### src/sgmii_mux_params.svh
`ifndef SGMII_MUX_PARAMS_SVH
`define SGMII_MUX_PARAMS_SVH

// ============================================================
// port count and packet word layout
// ============================================================
`define SGMII_PORTS      5
`define PORT_IDX_W       3
`define WORD_W           134
`define DATA_W           128

// ============================================================
// buffering
// ============================================================
`define PKT_FIFO_DEPTH   256     // packet words per port
`define STAT_FIFO_DEPTH  64      // good/bad flags per port

// ============================================================
// metadata and length fields
// ============================================================
`define LEN_W            11
`define SEQ_W            32
`define SLOT_W           3
`define CARD_W           4
`define META_BYTES       32      // two metadata words in front
`define WORD_BYTES       16

// ctrl field of a packet word
`define CTRL_CODE_HEAD   2'b01
`define CTRL_CODE_MID    2'b11
`define CTRL_CODE_TAIL   2'b10

`endif

### src/pkt_counters.sv
`include "sgmii_mux_params.svh"

module pkt_counters
(
	input  logic                    clk,
	input  logic                    reset,
	input  logic [`PORT_IDX_W-1:0]  sel,
	input  logic                    seq_inc,
	input  logic                    len_clear,
	input  logic                    len_add,
	output logic [`SEQ_W-1:0]       seq_id,
	output logic [`LEN_W-1:0]       length
);

	logic [`SEQ_W-1:0] seq_cnt [`SGMII_PORTS];

	// ============================================================
	// per-port sequence IDs
	// ============================================================
	always_ff @(posedge clk or negedge reset)
	begin
		if (!reset)
		begin
			for (int i = 0; i < `SGMII_PORTS; i++)
				seq_cnt[i] <= '0;
		end
		else if (seq_inc)
		begin
			seq_cnt[sel] <= seq_cnt[sel] + 1'b1;
		end
	end

	assign seq_id = seq_cnt[sel];   // value before this packet's increment

	// ============================================================
	// byte count of the packet being sent
	// ============================================================
	always_ff @(posedge clk or negedge reset)
	begin
		if (!reset)
			length <= '0;
		else if (len_clear)
			length <= `LEN_W'(`META_BYTES);   // metadata words count too
		else if (len_add)
			length <= length + `LEN_W'(`WORD_BYTES);
	end

endmodule

### config.mk
export PLATFORM = sky130hd
export DESIGN_NAME = pkt_counters
export DESIGN_NICKNAME = d
export VERILOG_FILES = /design/src/pkt_counters.sv
export VERILOG_INCLUDE_DIRS = /design/src /design/src/src
export SDC_FILE = /design/constraint.sdc
export NUM_CORES = 1
export LEC_CHECK = 0
export ABC_AREA = 1
export BUFFER_PORTS_ARGS = -buffer_cell sky130_fd_sc_hd__buf_2
export CAP_MARGIN = 20
export CORE_AREA = 2 2 127 129
export CTS_CLUSTER_SIZE = 20
export DETAILED_ROUTE_END_ITERATION = 7
export DIE_AREA = 0 0 129 131
export PLACE_DENSITY = 0.85
export RECOVER_POWER = 25
export SLEW_MARGIN = 15
export SYNTH_ARGS = -nofsm -noshare
export SYNTH_HDL_FRONTEND = slang
export SYNTH_SLANG_ARGS = --single-unit
### constraint.sdc
create_clock -name clk -period 2.45 [get_ports clk]
set_clock_uncertainty 0.05 [all_clocks]
set_input_delay 0.1225 -clock clk [delete_from_list [all_inputs] [get_ports clk]]
set_output_delay 0.1225 -clock clk [all_outputs]
set_load 0.005 [all_outputs]
==> After elaboration in Yosys (flattened, before gate mapping) <==
Index checks and enable logic that the tools add are counted.
{ "word_totals": {"out_inout_bits": 43, "reg_bits": 171, "in_bits": 8, "word_cells": 21} }
{ "classes": {"n_lt_le_gt_ge": 2, "n_reduce_logical": 2, "bitwise": 1, "n_addsub": 2, "mux": 8} }
{ "ops": {"columns": ["operator", "count"], "rows": [
  ["$bwmux 160", 1],
  ["$bmux 32 s3", 1],
  ["$demux 32 s3", 1],
  ["$mux 32", 3],
  ["$add 32x1->32 const B", 1],
  ["$mux 11", 2],
  ["$add 11x5->11 const B", 1],
  ["$ge 4x4->1 const B", 1],
  ["$lt 4x1->1 const B", 1],
  ["$not 3->4", 1],
  ["$reduce_bool 2->1", 1],
  ["$logic_and 1x1->1", 1]
]} }

==> Longest topological paths before layout <==
Gate-level depths: netlist of run 1.
{ "logic_depth": {"ltp_word": 6, "depth_mapped": 18, "mapped_depth_nobuf": 17} }

==> Worst setup path after synthesis of run 1 <==
No wires, ideal clock.
{ "synth_timing": {"path_kind": "register to register", "start": "register seq_cnt[128] (netlist name)", "end": "register seq_cnt[10] (netlist name)", "path_buffers": 0, "stages_incl_launch_ff": 12, "setup_ns": 0.134, "required_ns": 2.266, "setup_slack_ns": 0.300, "arrival_time_ns": 1.966, "period_less_slack_ns": 2.150, "cell_sequence": "dfrtp_1 or2_2 nand3_1 nand2_1 nor2_2 inv_1 ha_1 inv_1 nor2_4 nand3_1 xor2_1 o21ai_0"} }
{ "synth_via": {"elab_chain_len": 5} }
{ "synth_rtl": {"columns": ["element", "line", "source"], "rows": [
  ["from (decl)", "pkt_counters.sv:15", "logic [`SEQ_W-1:0] seq_cnt [`SGMII_PORTS];"],
  ["from (signal, indexed assignment)", "pkt_counters.sv:29", "seq_cnt[sel] <= seq_cnt[sel] + 1'b1;"],
  ["$bmux 32 s3", null, null],
  ["$mux 32 (2 in series)", null, null],
  ["via seq_id[0]", "pkt_counters.sv:11", "output logic [`SEQ_W-1:0] seq_id,"],
  ["$add 32x1->32", "pkt_counters.sv:29", null],
  ["$bwmux 160", "pkt_counters.sv:29", null]
]} }
The timed path passes the listed nets, and every way through them passes these cells. The select of a mux whose other input is x is not followed.
A chain may end at the register's enable or synchronous reset.

==> Worst setup path in the final report of run 1 <==
{ "layout_timing": {"start": "register seq_cnt[128] (netlist name)", "end": "register seq_cnt[144] (netlist name)"} }
{ "layout_via": {"elab_chain_len": 5} }
{ "layout_rtl": {"columns": ["element", "line"], "rows": [
  ["$bmux 32 s3", "pkt_counters.sv:29"],
  ["$mux 32 (implied by the code) (2 in series)", "pkt_counters.sv:29"],
  ["$add 32x1->32", "pkt_counters.sv:29"],
  ["$bwmux 160", "pkt_counters.sv:29"]
]} }
No other way between the ends. The select of a mux whose other input is x is not followed.

==> impl_metrics.prom, run 1 <==
# TYPE chip_impl_metric gauge
chip_impl_metric{name="grt-ovfl-total",unit=""} 0
chip_impl_metric{name="drt-initial-drc-count",unit=""} 981
chip_impl_metric{name="total_iterations_of_the_first_detailed_routing_run",unit=""} 6
chip_impl_metric{name="ys_seq_elements",unit=""} 167
chip_impl_info{name="tritoncts",value="yes"} 1
chip_impl_info{name="top_post_synthesis_cells_by_count",value="480 x sky130_fd_sc_hd__nand2_1, 167 x sky130_fd_sc_hd__dfrtp_1, 156 x sky130_fd_sc_hd__inv_1, 120 x sky130_fd_sc_hd__nand3_1, 72 x sky130_fd_sc_hd__o21ai_0"} 1
chip_impl_metric{name="finalSetupTns",unit="ps"} 0
chip_impl_metric{name="dieHeight",unit="um"} 131
chip_impl_info{name="synth.top_cells.by_area",value="sky130_fd_sc_hd__dfrtp_1 46%, sky130_fd_sc_hd__nand2_1 20%, sky130_fd_sc_hd__nand3_1 6.6%"} 1
chip_impl_metric{name="postCtsSetupRepairBufs",unit=""} 0
chip_impl_metric{name="synthesis.yosys.warnings",unit=""} 0
chip_impl_metric{name="power_density",unit="nW/um^2"} 720.2
chip_impl_metric{name="antenna_found_initial",unit=""} 0
chip_impl_metric{name="power.ir.vdd_worst",unit="mV"} 0.5661
chip_impl_metric{name="clk_pin_slew",unit="ps"} 70
chip_impl_metric{name="io_buffers",unit=""} 46
chip_impl_metric{name="htree_num_levels",unit=""} 4
chip_impl_metric{name="finalNonFillerCells",unit=""} 1524
chip_impl_info{name="cp-end-kind",value="flip-flop"} 1
chip_impl_metric{name="maxSlewHeadroom",unit="%"} 31.42
chip_impl_metric{name="netlist.area_leader.share",unit="%"} 45.79
chip_impl_info{name="worst_setup_path_startpoint",value="seq_cnt[128]$_DFFE_PN0P_"} 1
chip_impl_metric{name="ctsLongestPathBuffers",unit=""} 2
chip_impl_metric{name="synth_area",unit="sq um"} 9126
chip_impl_metric{name="setup_viol",unit=""} 0
chip_impl_metric{name="regArea",unit="sq um"} 4179
chip_impl_info{name="largest_family_of_logic_cells_by_synthesized_area",value="simple AND/OR/NAND/NOR gates"} 1
chip_impl_metric{name="antenna_cells_inserted",unit=""} 0
chip_impl_metric{name="core-area",unit="sq um"} 15600
chip_impl_info{name="route.top_layer_used",value="met4"} 1
chip_impl_metric{name="ys_seq_area_share",unit="%"} 45.79
chip_impl_info{name="critical_path.reg2reg.endpoint",value="seq_cnt[144]$_DFFE_PN0P_"} 1
chip_impl_metric{name="cts-buffers-inserted",unit=""} 17
chip_impl_metric{name="preCtsSetupSlack",unit="ps"} 94.48
chip_impl_metric{name="final-max-slew-violation-count",unit=""} 0
chip_impl_metric{name="pin_count_of_the_biggest_net_entering_global_routing",unit=""} 70
chip_impl_metric{name="hold_slack",unit="ps"} 170.3
chip_impl_metric{name="drt.antenna.violating_nets",unit=""} 0
chip_impl_metric{name="synth_fa_ha_area_share",unit="%"} 0.2742
chip_impl_info{name="status",value="finished, final reports clean"} 1
chip_impl_metric{name="start_util",unit="%"} 58.51
chip_impl_metric{name="met1_length",unit="mm"} 9.838
chip_impl_metric{name="grt_pass1_wl",unit="mm"} 41.32
chip_impl_metric{name="synthesis.area_per_instance",unit="sq um"} 7.284
chip_impl_metric{name="worst_r2r_path_depth",unit=""} 13
chip_impl_metric{name="cp_max_fo",unit=""} 5
chip_impl_info{name="critical_path_class",value="flip-flop to flip-flop"} 1
chip_impl_metric{name="worst_ep_arrival",unit="ps"} 2690
chip_impl_metric{name="setup.reg_to_reg.worst_slack",unit="ps"} 80
chip_impl_metric{name="p_leak",unit="uW"} 0.005192
chip_impl_metric{name="num_vias",unit=""} 8645
chip_impl_metric{name="synth_xor_area_share",unit="%"} 1.508
chip_impl_metric{name="clock_insertion_delay_at_the_later_pin_of_the_skew_report",unit="ps"} 440
chip_impl_metric{name="die_w",unit="um"} 129
chip_impl_metric{name="gp_congestion",unit=""} 0.9445
chip_impl_metric{name="post-place-cells",unit=""} 1490
chip_impl_metric{name="viasPerCell",unit=""} 5.673
chip_impl_info{name="synth-main-ff-cell",value="sky130_fd_sc_hd__dfrtp_1"} 1
chip_impl_metric{name="vias_in_the_first_global_route",unit=""} 8353
chip_impl_metric{name="data_required_critical_path",unit="ps"} 2780
chip_impl_metric{name="synthesized_instance_count",unit=""} 1253
chip_impl_metric{name="met3WireLength",unit="mm"} 2.477
chip_impl_metric{name="num_rows",unit=""} 46
chip_impl_info{name="crit_path_frequent_cell",value="sky130_fd_sc_hd__nand2_1"} 1
chip_impl_metric{name="post_synthesis_compound_gate_area_fraction",unit="%"} 5.923
chip_impl_metric{name="routed_wl",unit="mm"} 25.65
chip_impl_metric{name="ioPinCount",unit=""} 51
chip_impl_info{name="path_cells",value="or2_2 -> nand3_1 -> nand2_1 -> nor2_4 -> inv_1 -> ha_1 -> inv_1 -> nor2_4 -> nand2_2 -> nor2_2 -> xor2_2 -> nand2_1 -> nand2_1"} 1
chip_impl_metric{name="final_min_period_over_clock_period",unit="%"} 96.57
chip_impl_metric{name="multiInputGateArea",unit="sq um"} 4030
chip_impl_metric{name="synthMuxAreaShare",unit="%"} 0
chip_impl_metric{name="nNetsFinal",unit=""} 1307
chip_impl_info{name="post-synth-top-count-cell",value="sky130_fd_sc_hd__nand2_1"} 1
chip_impl_info{name="worst_path_max_delay_cell",value="sky130_fd_sc_hd__dfrtp_1"} 1
chip_impl_metric{name="remaining_drc_errors",unit=""} 0
chip_impl_metric{name="crit_cells",unit=""} 13
chip_impl_metric{name="timing.critical_path.buf_inv",unit=""} 2
chip_impl_metric{name="clock_sinks",unit=""} 167
chip_impl_metric{name="critical_path.max_stage_delay",unit="ps"} 380
chip_impl_info{name="crit_end",value="seq_cnt[144]$_DFFE_PN0P_"} 1
chip_impl_metric{name="fmax",unit="MHz"} 422.6
chip_impl_metric{name="min_period",unit="ps"} 2366
chip_impl_metric{name="number_of_library_cell_types_mapped_by_synthesis",unit=""} 34
chip_impl_metric{name="metal2_wl",unit="mm"} 12.20
chip_impl_metric{name="wire_per_inst",unit="um"} 16.83
chip_impl_metric{name="least_margin_pin_slew",unit="ps"} 1029
chip_impl_info{name="worst_hold_path_type",value="input port to flip-flop"} 1
chip_impl_metric{name="filler_cell_count",unit=""} 1261
chip_impl_info{name="crit-reg2reg-launch",value="seq_cnt[128]$_DFFE_PN0P_"} 1
chip_impl_info{name="cp_top_family",value="simple AND/OR/NAND/NOR gates"} 1
chip_impl_metric{name="syn_to_final_growth",unit="%"} 12.17
chip_impl_metric{name="max-cap-violations",unit=""} 0
chip_impl_metric{name="postSynth.asyncResetShare",unit="%"} 100.0
chip_impl_metric{name="synth_edf_count",unit=""} 0
chip_impl_metric{name="dp_hpwl",unit="mm"} 16.05
chip_impl_metric{name="drive_gt1_share",unit="%"} 13.00
chip_impl_metric{name="number_of_endpoints_with_negative_hold_slack_in_the_final_report",unit=""} 0
chip_impl_metric{name="timing.hold.worst_path_depth",unit=""} 5
chip_impl_metric{name="die_area",unit="sq um"} 16900
chip_impl_info{name="yosysTopAreaCell",value="sky130_fd_sc_hd__dfrtp_1"} 1
chip_impl_metric{name="synth-simple-area-share",unit="%"} 35.88
chip_impl_info{name="setup.worst_path.start_class",value="flip-flop"} 1
chip_impl_info{name="clock-root-buffer",value="sky130_fd_sc_hd__clkbuf_16"} 1
chip_impl_metric{name="groute.usage.overall",unit="%"} 31.92
chip_impl_metric{name="finalWorstSetupSlack",unit="ps"} 83.92
-- metal layers --
layer / GRT usage (%) / up-vias
met4: 18.09 / 0
li1: - / 3975
met1: 39.69 / 4025
met5: 0 / -
met2: 51.57 / 532
met3: 7.614 / 113
-- where the power goes --
group | leakage (uW) | switching [uW] | internal (uW)
sequential | 0.00221 | 241 | 3220
combinational | 0.00273 | 910 | 486
clock | 0.000258 | 1090 | 1430
total | 0.00519 | 2240 | 5140
-- how the worst min path moves through the flow --
stage                       start                       end  slack, ps
after floorplan             reset    length[10]$_DFFE_PN0N_       -220
after global placement      reset  seq_cnt[107]$_DFFE_PN0P_         10
after detailed placement    reset     length[4]$_DFFE_PN0N_         20
after CTS                   reset     length[9]$_DFFE_PN0N_        120
after global routing      seq_inc   seq_cnt[97]$_DFFE_PN0P_        190
final                     seq_inc   seq_cnt[97]$_DFFE_PN0P_        170
-- stage by stage --
step | power [uW] | cell area (sq um) | utilization [%]
finish | 7373 | 10240 | 65.63
global route | 7732 | 10240 | 65.63
CTS | 7352 | 10230 | 65.56
detailed placement | 4826 | 9646 | 61.84
global placement | 4759 | 9646 | 61.84
floorplan | 4365 | 9138 | -
-- tightest hold or removal path, stage by stage --
cell                      delay (ps)
sky130_fd_sc_hd__buf_2           130
sky130_fd_sc_hd__nand2_1         120
sky130_fd_sc_hd__nor2_2          100
sky130_fd_sc_hd__nand2_1          60
sky130_fd_sc_hd__o21ai_0          80
-- cell usage in the layout (no fill, tap or decap), drive strengths merged --
master	instances
nand2	491
dfrtp	167
inv	158
nand3	141
o21ai	93
buf	80
nor2	72
nand4	29
clkbuf	24
xor2	11
clkinv	5
conb	4
dlygate4sd3	4
o21bai	4
xnor2	3
nor3	3
nor3b	3
a21oi	3
clkinvlp	3
and3	2
o211ai	2
ha	2
or2	1
nand3b	1
o31ai	1
bufinv	1
-- area by class of cell --
| class | count | area share [%] |
|---|---|---|
| repair buffers | 86 | 6.013 |
| well taps | 216 | 2.640 |
| inverters | 159 | 5.879 |
| flip-flops and latches | 167 | 40.82 |
| clock inverters | 8 | 0.7455 |
| clock buffers | 22 | 4.534 |
| multi-input cells | 866 | 39.37 |
-- sequential cells by signal (all words and copies together) (netlist names) --
name / cells
length: 7
seq_cnt: 160
-- logic make-up (layout without fill, tap and decap cells) --
kind of cell	after synthesis	count (layout)
flops	167	167
xor+xnor	14	14
other cells	1	4
buf+inv	223	275
fa+ha+maj	2	2
simple gates	743	743
compound gates	103	103
-- repair_timing --
action | CTS | global route
endpoints found under the setup margin | 0 | 23
hold endpoints to repair | 173 | 0
hold buffers | 4 | 0
gates resized for setup | 0 | 5
Power figures use the tool's default switching activity.
==> inputs of run 2 (changes only) <==
BUFFER_PORTS_ARGS = -buffer_cell sky130_fd_sc_hd__buf_4   (was -buffer_cell sky130_fd_sc_hd__buf_2)
==> run 2 against run 1 <==
The flow now finishes with violations (capacitance limit, slew limit). Cell count up 0.52%. Routed wire length down 3.8%. Final area up 1.6%. Core utilization up 1.1 points. Fmax up 2.9%. Via count down 1.9%. Register-to-register slack better by 70 ps. Flip-flop and latch count unchanged. Setup slack better by 66 ps. Sequential share of layout area down 0.66 points. Non-clock buffer count up 6. Worst hold slack worse by 64 ps. Critical endpoint is now seq_cnt[24]$_DFFE_PN0P_. Largest power group unchanged.
==> impl_metrics.prom, run 2 (synthesis results as in run 1) <==
# TYPE chip_impl_metric gauge
chip_impl_info{name="status",value="finished, violations left"} 1
chip_impl_info{name="violated_checks",value="capacitance limit, slew limit"} 1
chip_impl_metric{name="share_comb_of_total_power",unit="%"} 18.3
chip_impl_metric{name="min_period",unit="ps"} 2300
chip_impl_metric{name="gp_congestion",unit=""} 0.9595
chip_impl_info{name="worst_hold_path_type",value="input port to flip-flop"} 1
chip_impl_metric{name="routed_wl",unit="mm"} 24.67
chip_impl_metric{name="wire_per_inst",unit="um"} 16.11
chip_impl_metric{name="largest_reg_flops",unit=""} 160
chip_impl_info{name="unrepaired_setup_endpoints_after_global_routing",value="no"} 1
chip_impl_metric{name="finalCoreUtilization",unit="%"} 66.71
chip_impl_metric{name="post-place-cells",unit=""} 1496
chip_impl_metric{name="dp_hpwl",unit="mm"} 16.31
chip_impl_metric{name="nNetsFinal",unit=""} 1313
chip_impl_info{name="grt_busiest_layer",value="met2"} 1
chip_impl_metric{name="drt.antenna.violating_nets",unit=""} 0
chip_impl_info{name="worst_setup_path_startpoint",value="seq_cnt[128]$_DFFE_PN0P_"} 1
chip_impl_metric{name="dpl_cell_area",unit="sq um"} 9726
chip_impl_metric{name="io_buffers",unit=""} 46
chip_impl_metric{name="die_area",unit="sq um"} 16900
chip_impl_info{name="crit-reg2reg-launch",value="seq_cnt[128]$_DFFE_PN0P_"} 1
chip_impl_info{name="worstHoldStart",value="seq_inc"} 1
chip_impl_metric{name="use_met1",unit="%"} 40.77
chip_impl_metric{name="clk_pin_slew",unit="ps"} 60
chip_impl_metric{name="groute.usage.overall",unit="%"} 30.64
chip_impl_metric{name="fin_area",unit="sq um"} 10410
chip_impl_metric{name="fmax",unit="MHz"} 434.8
chip_impl_metric{name="least_margin_pin_slew",unit="ps"} 1784
chip_impl_metric{name="htree_num_levels",unit=""} 4
chip_impl_metric{name="grt-ovfl-total",unit=""} 0
chip_impl_metric{name="vias_in_the_first_global_route",unit=""} 7939
chip_impl_metric{name="timing.hold.worst_path_depth",unit=""} 5
chip_impl_metric{name="power.ir.vdd_worst",unit="mV"} 0.5324
chip_impl_metric{name="worst_r2r_path_depth",unit=""} 14
chip_impl_metric{name="number_of_endpoints_with_negative_hold_slack_in_the_final_report",unit=""} 0
chip_impl_metric{name="max-cap-violations",unit=""} 1
chip_impl_metric{name="cts-buffers-inserted",unit=""} 17
chip_impl_metric{name="total_iterations_of_the_first_detailed_routing_run",unit=""} 5
chip_impl_info{name="tritoncts",value="yes"} 1
chip_impl_metric{name="power_switching_share",unit="%"} 28.94
chip_impl_metric{name="p_leak",unit="uW"} 0.005250
chip_impl_metric{name="power.switching",unit="uW"} 2248
chip_impl_metric{name="filler_cell_count",unit=""} 1255
chip_impl_metric{name="data_required_critical_path",unit="ps"} 2730
chip_impl_info{name="cp-end-kind",value="flip-flop"} 1
chip_impl_info{name="layout_commonest_cell",value="sky130_fd_sc_hd__nand2_1"} 1
chip_impl_metric{name="finalNonFillerCells",unit=""} 1532
chip_impl_metric{name="viasPerCell",unit=""} 5.535
chip_impl_metric{name="design_power",unit="uW"} 7768
chip_impl_info{name="most-common-layout-cells",value="480 x sky130_fd_sc_hd__nand2_1, 167 x sky130_fd_sc_hd__dfrtp_1, 156 x sky130_fd_sc_hd__inv_1"} 1
chip_impl_metric{name="core-area",unit="sq um"} 15600
chip_impl_metric{name="grt_pass1_wl",unit="mm"} 40.05
chip_impl_metric{name="cp_max_fo",unit=""} 5
chip_impl_metric{name="ctsLongestPathBuffers",unit=""} 2
chip_impl_metric{name="setup_viol",unit=""} 0
chip_impl_metric{name="maxSlewHeadroom",unit="%"} -18.92
chip_impl_metric{name="syn_to_final_growth",unit="%"} 14.01
chip_impl_metric{name="finalSetupTns",unit="ps"} 0
chip_impl_info{name="top_regs",value="seq_cnt x160, length x7"} 1
chip_impl_metric{name="antenna_found_initial",unit=""} 0
chip_impl_metric{name="drt-initial-drc-count",unit=""} 1029
chip_impl_metric{name="grt.met3_usage",unit="%"} 5.863
chip_impl_metric{name="drive_gt1_share",unit="%"} 13.45
chip_impl_metric{name="num_vias",unit=""} 8480
chip_impl_metric{name="power_density",unit="nW/um^2"} 746.5
chip_impl_metric{name="p_int",unit="uW"} 5520
chip_impl_metric{name="grt_use_met2",unit="%"} 49.52
chip_impl_info{name="clock-root-buffer",value="sky130_fd_sc_hd__clkbuf_16"} 1
chip_impl_metric{name="seq_power_share",unit="%"} 44.4
chip_impl_metric{name="ioPinCount",unit=""} 51
chip_impl_metric{name="final-max-slew-violation-count",unit=""} 71
chip_impl_metric{name="clock_insertion_delay_at_the_later_pin_of_the_skew_report",unit="ps"} 450
chip_impl_metric{name="clock_power_share",unit="%"} 37.3
chip_impl_info{name="largest_register",value="seq_cnt"} 1
chip_impl_metric{name="worst_ep_arrival",unit="ps"} 2580
chip_impl_metric{name="num_rows",unit=""} 46
chip_impl_metric{name="clock_sinks",unit=""} 167
chip_impl_metric{name="antenna_cells_inserted",unit=""} 0
chip_impl_metric{name="die_w",unit="um"} 129
chip_impl_metric{name="remaining_drc_errors",unit=""} 0
chip_impl_metric{name="pin_count_of_the_biggest_net_entering_global_routing",unit=""} 71
chip_impl_metric{name="dieHeight",unit="um"} 131
chip_impl_metric{name="start_util",unit="%"} 58.51
chip_impl_info{name="setup.worst_path.start_class",value="flip-flop"} 1
chip_impl_info{name="critical_path_class",value="flip-flop to flip-flop"} 1
chip_impl_metric{name="final_min_period_over_clock_period",unit="%"} 93.88
==> run 2: repair_timing <==
item,4_1_cts,5_1_grt
endpoints found under the hold margin,74,0
setup endpoints to repair,0,8
setup buffers,0,0
gates resized for setup,0,3
hold buffers,4,0
==> run 2: power groups by stage <==
stage | logic [uW] | registers, uW | clock network (uW)
after detailed placement | 1390 | 3480 | 0
final | 1420 | 3450 | 2890
after CTS | 1420 | 3440 | 2910
after global routing | 1600 | 3490 | 3040
after global placement | 1340 | 3460 | 0
after floorplan | 940 | 3430 | 0
==> run 2: layer usage <==
layer	share of wire (%)	up-vias
li1	-	3990
met1	42	4023
met2	47	393
met3	7.8	74
met4	3.3	0
met5	0	-
==> run 2: final timing paths <==
| check | to | slack (ps) |
|---|---|---|
| max | seq_cnt[24]$_DFFE_PN0P_ | 150 |
| min | seq_cnt[121]$_DFFE_PN0P_ | 110 |
| max reg2reg | seq_cnt[24]$_DFFE_PN0P_ | 150 |
| max in group asynchronous | seq_cnt[57]$_DFFE_PN0P_ | 390 |
| min in group asynchronous | seq_cnt[41]$_DFFE_PN0P_ | 650 |
| min reg2reg | seq_cnt[62]$_DFFE_PN0P_ | 430 |
==> run 2: final cells by class <==
| type | count | area (sq um) | area share, % |
|---|---|---|---|
| Sequential cell | 167 | 4179 | 40.16 |
| Timing Repair Buffer | 92 | 695.7 | 6.686 |
| Tap cell | 216 | 270.3 | 2.597 |
| Multi-Input combinational cell | 866 | 4018 | 38.61 |
| Inverter | 159 | 601.8 | 5.784 |
| Clock inverter | 11 | 170.2 | 1.635 |
| Clock buffer | 21 | 470.5 | 4.521 |
==> run 2: stage by stage <==
step / worst slack (ps) / hold WS [ps]
5_1_grt: 2.733 / 155.8
6_report: 150.0 / 106.7
3_3_place_gp: 143.3 / 121.7
2_1_floorplan: 300.0 / -223.1
4_1_cts: 22.08 / 96.75
3_5_place_dp: 22.58 / 123.1
==> run 2: worst max-delay path, cell delays in order (launching register included) <==
cell and delay (ps):
sky130_fd_sc_hd__dfrtp_1 370, sky130_fd_sc_hd__or2_2 270, sky130_fd_sc_hd__nand3_1 70, sky130_fd_sc_hd__nand2_1 60, sky130_fd_sc_hd__nor2_2 190, sky130_fd_sc_hd__inv_1 100
sky130_fd_sc_hd__ha_1 220, sky130_fd_sc_hd__inv_1 140, sky130_fd_sc_hd__nor2_4 80, sky130_fd_sc_hd__nand2_2 110, sky130_fd_sc_hd__inv_1 90, sky130_fd_sc_hd__nand3_1 90
sky130_fd_sc_hd__nand2_1 170, sky130_fd_sc_hd__nand2_1 110, sky130_fd_sc_hd__nand2_1 60
